## config.mk

```make
export PLATFORM = sky130hd
export DESIGN_NAME = return_stack_flat
export DESIGN_NICKNAME = d
export VERILOG_FILES = /design/src/hw/bp_pkg.sv /design/src/hw/ras_if.sv /design/src/hw/return_stack.sv /design/src/flat_wrapper.sv
export SDC_FILE = /design/constraint.sdc
export NUM_CORES = 1
export LEC_CHECK = 0
export BUFFER_PORTS_ARGS = -buffer_cell sky130_fd_sc_hd__buf_2
export CAP_MARGIN = 30
export CORE_UTILIZATION = 45
export CTS_BUF_LIST = sky130_fd_sc_hd__clkbuf_2
export CTS_CLUSTER_DIAMETER = 200
export CTS_CLUSTER_SIZE = 14
export DETAILED_ROUTE_END_ITERATION = 12
export GPL_TIMING_DRIVEN = 0
export HOLD_SLACK_MARGIN = 0.06
export PLACE_DENSITY = 0.64
export SYNTH_ARGS = -nofsm -noshare
export SYNTH_HDL_FRONTEND = slang
export SYNTH_SLANG_ARGS = --single-unit
```

## constraint.sdc

```tcl
create_clock -name clk -period 3.09 [get_ports clk]
set_input_delay 0.4635 -clock clk [delete_from_list [all_inputs] [get_ports clk]]
set_output_delay 0.4635 -clock clk [all_outputs]
set_load 0.01 [all_outputs]
```

## src/hw/bp_pkg.sv

```systemverilog
`default_nettype none

package bp_pkg;

	// ========================================
	// sizes
	// ========================================

	// pc and instruction word width
	localparam int XLEN = 32;
	// imem and weight table index, taken from pc[9:2]
	localparam int IMEM_AW = 8;
	// default history length, one weight per history bit
	localparam int GHR_LEN = 8;
	// default signed weight width
	localparam int WEIGHT_W = 8;
	// stack index width, 16 entries
	localparam int RAS_AW = 4;

	// ========================================
	// predecoded target select
	// ========================================

	localparam logic [1:0] SEL_SEQ = 2'b00;
	localparam logic [1:0] SEL_RET = 2'b01;
	localparam logic [1:0] SEL_IMM16 = 2'b10;
	localparam logic [1:0] SEL_IMM26 = 2'b11;

	// hint bits sit above the register field
	typedef struct packed {
		logic [1:0] target_sel;
		logic uncond;
		logic spare;
		logic call;
		logic [4:0] rs;
		logic [15:0] imm16;
		logic [5:0] op;
	} i_form_t;

	// absolute jump layout
	typedef struct packed {
		logic [25:0] imm26;
		logic [5:0] op;
	} j_form_t;

	// same fetched word, two decodings
	typedef union packed {
		i_form_t i_form;
		j_form_t j_form;
	} insn_t;

endpackage

`default_nettype wire

```

## src/hw/ras_if.sv

```systemverilog
`timescale 1ns/1ps
`default_nettype none

interface ras_if;
	import bp_pkg::*;

	// stack updates from the fetch side
	logic push;
	logic pop;
	logic [XLEN-1:0] push_addr;

	// restore from execute after a flush
	logic recover;
	logic [RAS_AW-1:0] recover_index;

	// stack state back to fetch and the top level
	logic [XLEN-1:0] top_addr;
	logic [RAS_AW-1:0] index;

	modport ctrl (
		output push, pop, push_addr, recover, recover_index,
		input top_addr
	);

	modport stack (
		input push, pop, push_addr, recover, recover_index,
		output top_addr, index
	);

endinterface

`default_nettype wire

```

## src/hw/return_stack.sv

```systemverilog
`timescale 1ns/1ps
`default_nettype none

module return_stack (
	input wire logic clk,
	input wire logic reset,
	ras_if.stack ras
);
	import bp_pkg::*;

	localparam int DEPTH = 2 ** RAS_AW;

	// circular, overflow just wraps over the oldest entry
	logic [XLEN-1:0] entries [DEPTH];
	logic [RAS_AW-1:0] index_r;
	logic [RAS_AW-1:0] index_inc;
	logic [RAS_AW-1:0] index_dec;

	assign index_inc = index_r + 1'b1;
	assign index_dec = index_r - 1'b1;

	// ========================================
	// stack pointer
	// ========================================

	// recovery wins over anything fetch asks for
	always_ff @(posedge clk) begin
		if (reset) begin
			index_r <= '0;
		end else if (ras.recover) begin
			index_r <= ras.recover_index;
		end else if (ras.push) begin
			index_r <= index_inc;
		end else if (ras.pop) begin
			index_r <= index_dec;
		end
	end

	// ========================================
	// entries
	// ========================================

	// push lands one slot above the current top
	always_ff @(posedge clk) begin
		if (!ras.recover && ras.push) begin
			entries[index_inc] <= ras.push_addr;
		end
	end

	// top read is combinational, fetch needs it same cycle
	assign ras.top_addr = entries[index_r];
	assign ras.index = index_r;

	// call words never carry the return select
	a_no_push_pop: assert property (@(posedge clk) disable iff (reset)
		!(ras.push && ras.pop));

endmodule

`default_nettype wire

```

## src/flat_wrapper.sv

```systemverilog
// flat-port wrapper written by rule: the top's interface ports become plain ports
module return_stack_flat import bp_pkg::*;
  (clk, reset, ras_push, ras_pop, ras_push_addr, ras_recover, ras_recover_index, ras_top_addr, ras_index);
  ras_if ras_i ();
  input wire logic clk;
  input wire logic reset;
  input wire logic [$bits(ras_i.push)-1:0] ras_push;
  input wire logic [$bits(ras_i.pop)-1:0] ras_pop;
  input wire logic [$bits(ras_i.push_addr)-1:0] ras_push_addr;
  input wire logic [$bits(ras_i.recover)-1:0] ras_recover;
  input wire logic [$bits(ras_i.recover_index)-1:0] ras_recover_index;
  output wire logic [$bits(ras_i.top_addr)-1:0] ras_top_addr;
  output wire logic [$bits(ras_i.index)-1:0] ras_index;
  assign ras_i.push = ras_push;
  assign ras_i.pop = ras_pop;
  assign ras_i.push_addr = ras_push_addr;
  assign ras_i.recover = ras_recover;
  assign ras_i.recover_index = ras_recover_index;
  assign ras_top_addr = ras_i.top_addr;
  assign ras_index = ras_i.index;
  return_stack u_core (.clk(clk), .reset(reset), .ras(ras_i));
endmodule
```

==> summary.txt <==
Final layout
  • FILL cells: 3446
  • Leading cell type in the layout, fill and taps excluded: edfxtp_1
  • Final net count: 1092
  • Layout area overhead: 13.7%
  • Multi-input gate area: 4170 sq um
  • Register Area: 15500 sq um
  • Layout cells sized above 1: 0.345
  • Commonest cells after routing, fill and taps aside: 512 x edfxtp_1, 128 x mux4_2, 73 x buf_2

Route
  • Remaining DRCs: 2
  • WL final: 41.8 mm
  • DR WL/cell: 25.5 microns
  • Router iterations before antenna repair: 9
  • Via/cell ratio: 5.68
  • Length of routed met2 wiring: 20.3 mm
  • Met3 Routed Length: 2.49 mm
  • Highest routed layer: met4
  • Final ANT Viol Nets: 0
  • Met1 Routed Length: 18.3 mm
  • Via count: 9317
  • Initial DRC count: 866

Timing
  • Setup ws final: -97.0 ps
  • Max Fclk: 0.314 GHz
  • Period utilization: 1.03
  • Slew Limit Fails: 0
  • Worst Max-Slew Pin Slew: 984 ps
  • Final Hold Vio Count: 0
  • Worst slew margin: 0.341
  • Hold slack: 312 ps
  • Post-Route Skew: 42.5 ps
  • Setup Viol. Count Final: 32
  • Unrepaired setup endpoints after global routing: yes
  • Min Tclk post-route: 3190 ps

Yosys
  • Asr flop ratio synth: 0
  • Top cells by area, synth: edfxtp_1 78%, mux4_2 15%, a22oi_1 2.5%
  • Gate Count Post-Synth: 864
  • XOR/XNOR Fraction of Synth Area: 0.00178
  • Post-Synthesis Cell Area: 19700 sq um
  • Post-synth EDFFs: 512
  • Yosys warning count: 0
  • Register area share after synthesis: 0.788
  • Compound-gate portion of the synthesized area: 0.0301
  • Synthesized-area fraction occupied by adder cells: 0.00381
  • Syn Area/Cell: 22.8 sq um
  • Distinct cells, synth: 29
  • Post-synthesis mux area share: 0.146
  • Post-Synth Simple-Gate Area: 0.0159
  • Synthesis-stage register bit count: 520
  • Top cell type's share of synthesized area: 0.780
  • Largest family of logic cells by synthesized area: multiplexers
  • Most used DFF post-synth: edfxtp_1
  • Mapped Nets: 911
  • Cell taking the most area after synthesis: edfxtp_1

Setup path
  • CP required: 2630 ps
  • Flop-to-flop setup slack: 190 ps
  • Critical path startpoint category: register
  • Crit path arrival time: 2720 ps
  • Crit Path Category: register to primary output
  • Crit path capture type: primary output
  • Critical-path maximum fanout: 10

Clocking
  • Clock-pin slew on the worst setup and hold paths: 260 ps
  • H-tree Lvls: 2
  • Clock Tree Buf Depth: 3
  • Clk_lat worst skew: 910 ps
  • CTS buffer count: 43
  • Root Buffer: clkbuf_2
  • CTS tree: done
  • Clock Sinks: 520

Run status
  • Failing checks: design-rule violations, negative setup slack
  • Status: finished, violations left

Power and ir drop
  • Sw frac: 0.236
  • Clock network power share: 0.212
  • Combinational power share: 0.107
  • PwrDens: 515 nW/um^2
  • Leak: 6.97 nW
  • Pwr Total: 11.5 mW
  • Sequential Power Share: 0.680
  • Int Pwr: 8.81 mW
  • Peak VDD IR: 309 uV
  • Sw power: 2.73 mW

Global route
  • Total global-route track usage: 0.193
  • Largest net degree at the start of global routing: 23
  • Antenna violations before repair: 2
  • Vias in the first global route: 9617
  • First-pass GRT wire length: 61.9 mm
  • Total gr overflow: 0

Floorplanning
  • Effective utilization at floorplan: 0.456
  • Die Span Y: 211 microns
  • Die area: 44600 sq um
  • Die W: 211 microns
  • IO Pins: 77
  • Rows: 76
  • Core ar.: 43200 sq um

Place
  • HPWL after detailed placement: 25.5 mm
  • Setup WS pre-CTS: 240 ps
  • RD Place Congestion: 0.749
  • Buffers on Ports: 75

Worst hold path
  • Tightest Hold Check Type: input port to register

Job
  • Max-cap violations: 0
==> sequential cells by signal, indices dropped and copies added (netlist names), named ones only <==
| signal | count |
|---|---|
| u_core.entries | 512 |
| u_core.ras.index | 4 |
==> path summary, 6_finish.rpt <==
kind	end	cells past startpoint	start
worst min register to register	register	2	u_core.ras.index[3]
worst max register to register	u_core.entries[15][11]	6	u_core.ras.index[0]
worst min-delay path	register	4	ras_recover
worst max-delay path	ras_top_addr[1]	6	register
==> worst max-delay path, cell delays in order (launching register included) <==
cell and delay, ps:
dfxtp_4 420, buf_12 180, buf_12 180, mux4_2 530, a22oi_2 230, nand2_1 100
buf_2 150
==> cells by family (layout without fill, tap and decap cells) <==
group / after synthesis / in the layout
DFF: 520 / 520
muxes: 128 / 128
AOI/OAI and AO/OA: 81 / 81
and+or+nand+nor: 74 / 74
buffers and inverters: 51 / 240
adders and majority gates: 6 / 6
xor gates and xnor gates: 4 / 4
other: 0 / 2
==> power by group through the flow <==
stage	clock network [mW]	logic (mW)	registers, mW
2_1_floorplan	0	0.635	8.01
3_3_place_gp	0	1.06	8.01
3_5_place_dp	0	1.11	8.01
4_1_cts	2.53	1.23	7.85
5_1_grt	2.77	1.33	7.86
6_report	2.45	1.24	7.85
==> synthesized netlist by cell type, drive strengths merged, types with 5 or more instances <==
cell / instances
nor2: 19
a22oi: 65
mux4: 128
buf: 26
ha: 6
inv: 5
nand2: 38
clkbuf: 20
nor3: 6
a21oi: 6
edfxtp: 512
dfxtp: 8
==> metal layers <==
| metal | vias up | global-route usage |
|---|---|---|
| met4 | 0 | 0.0467 |
| met5 | - | 0 |
| li1 | 4010 | - |
| met2 | 313 | 0.309 |
| met3 | 60 | 0.0274 |
| met1 | 4934 | 0.283 |
==> through the flow <==
stage / instances / setup TNS, ps / utilization / area [sq um]
2_1_floorplan: 864 / 0 / - / 19700
3_3_place_gp: 1524 / -819790 / 0.482 / 20800
3_5_place_dp: 1540 / 0 / 0.493 / 21300
4_1_cts: 1637 / -5980 / 0.516 / 22300
5_1_grt: 1640 / -6830 / 0.519 / 22400
6_report: 1640 / -1770 / 0.519 / 22400
==> area by class of cell <==
class | count | area share
multi-input combinational | 293 | 0.186
clock inverter | 1 | 0.000726
inverter | 5 | 0.000838
antenna | 2 | 0.000223
buffer | 46 | 0.0204
tap | 585 | 0.0327
sequential | 520 | 0.693
timing repair buffer | 136 | 0.0538
clock buffer | 52 | 0.0116
==> repair_timing <==
item,in CTS,in global routing
setup buffers,1,0
gates resized for setup,92,23
endpoints found under the hold margin,520,0
gates cloned,0,1
setup endpoints to repair,32,32
hold buffers,43,0
pin swaps,2,5
(Power assumes the default switching activity.)
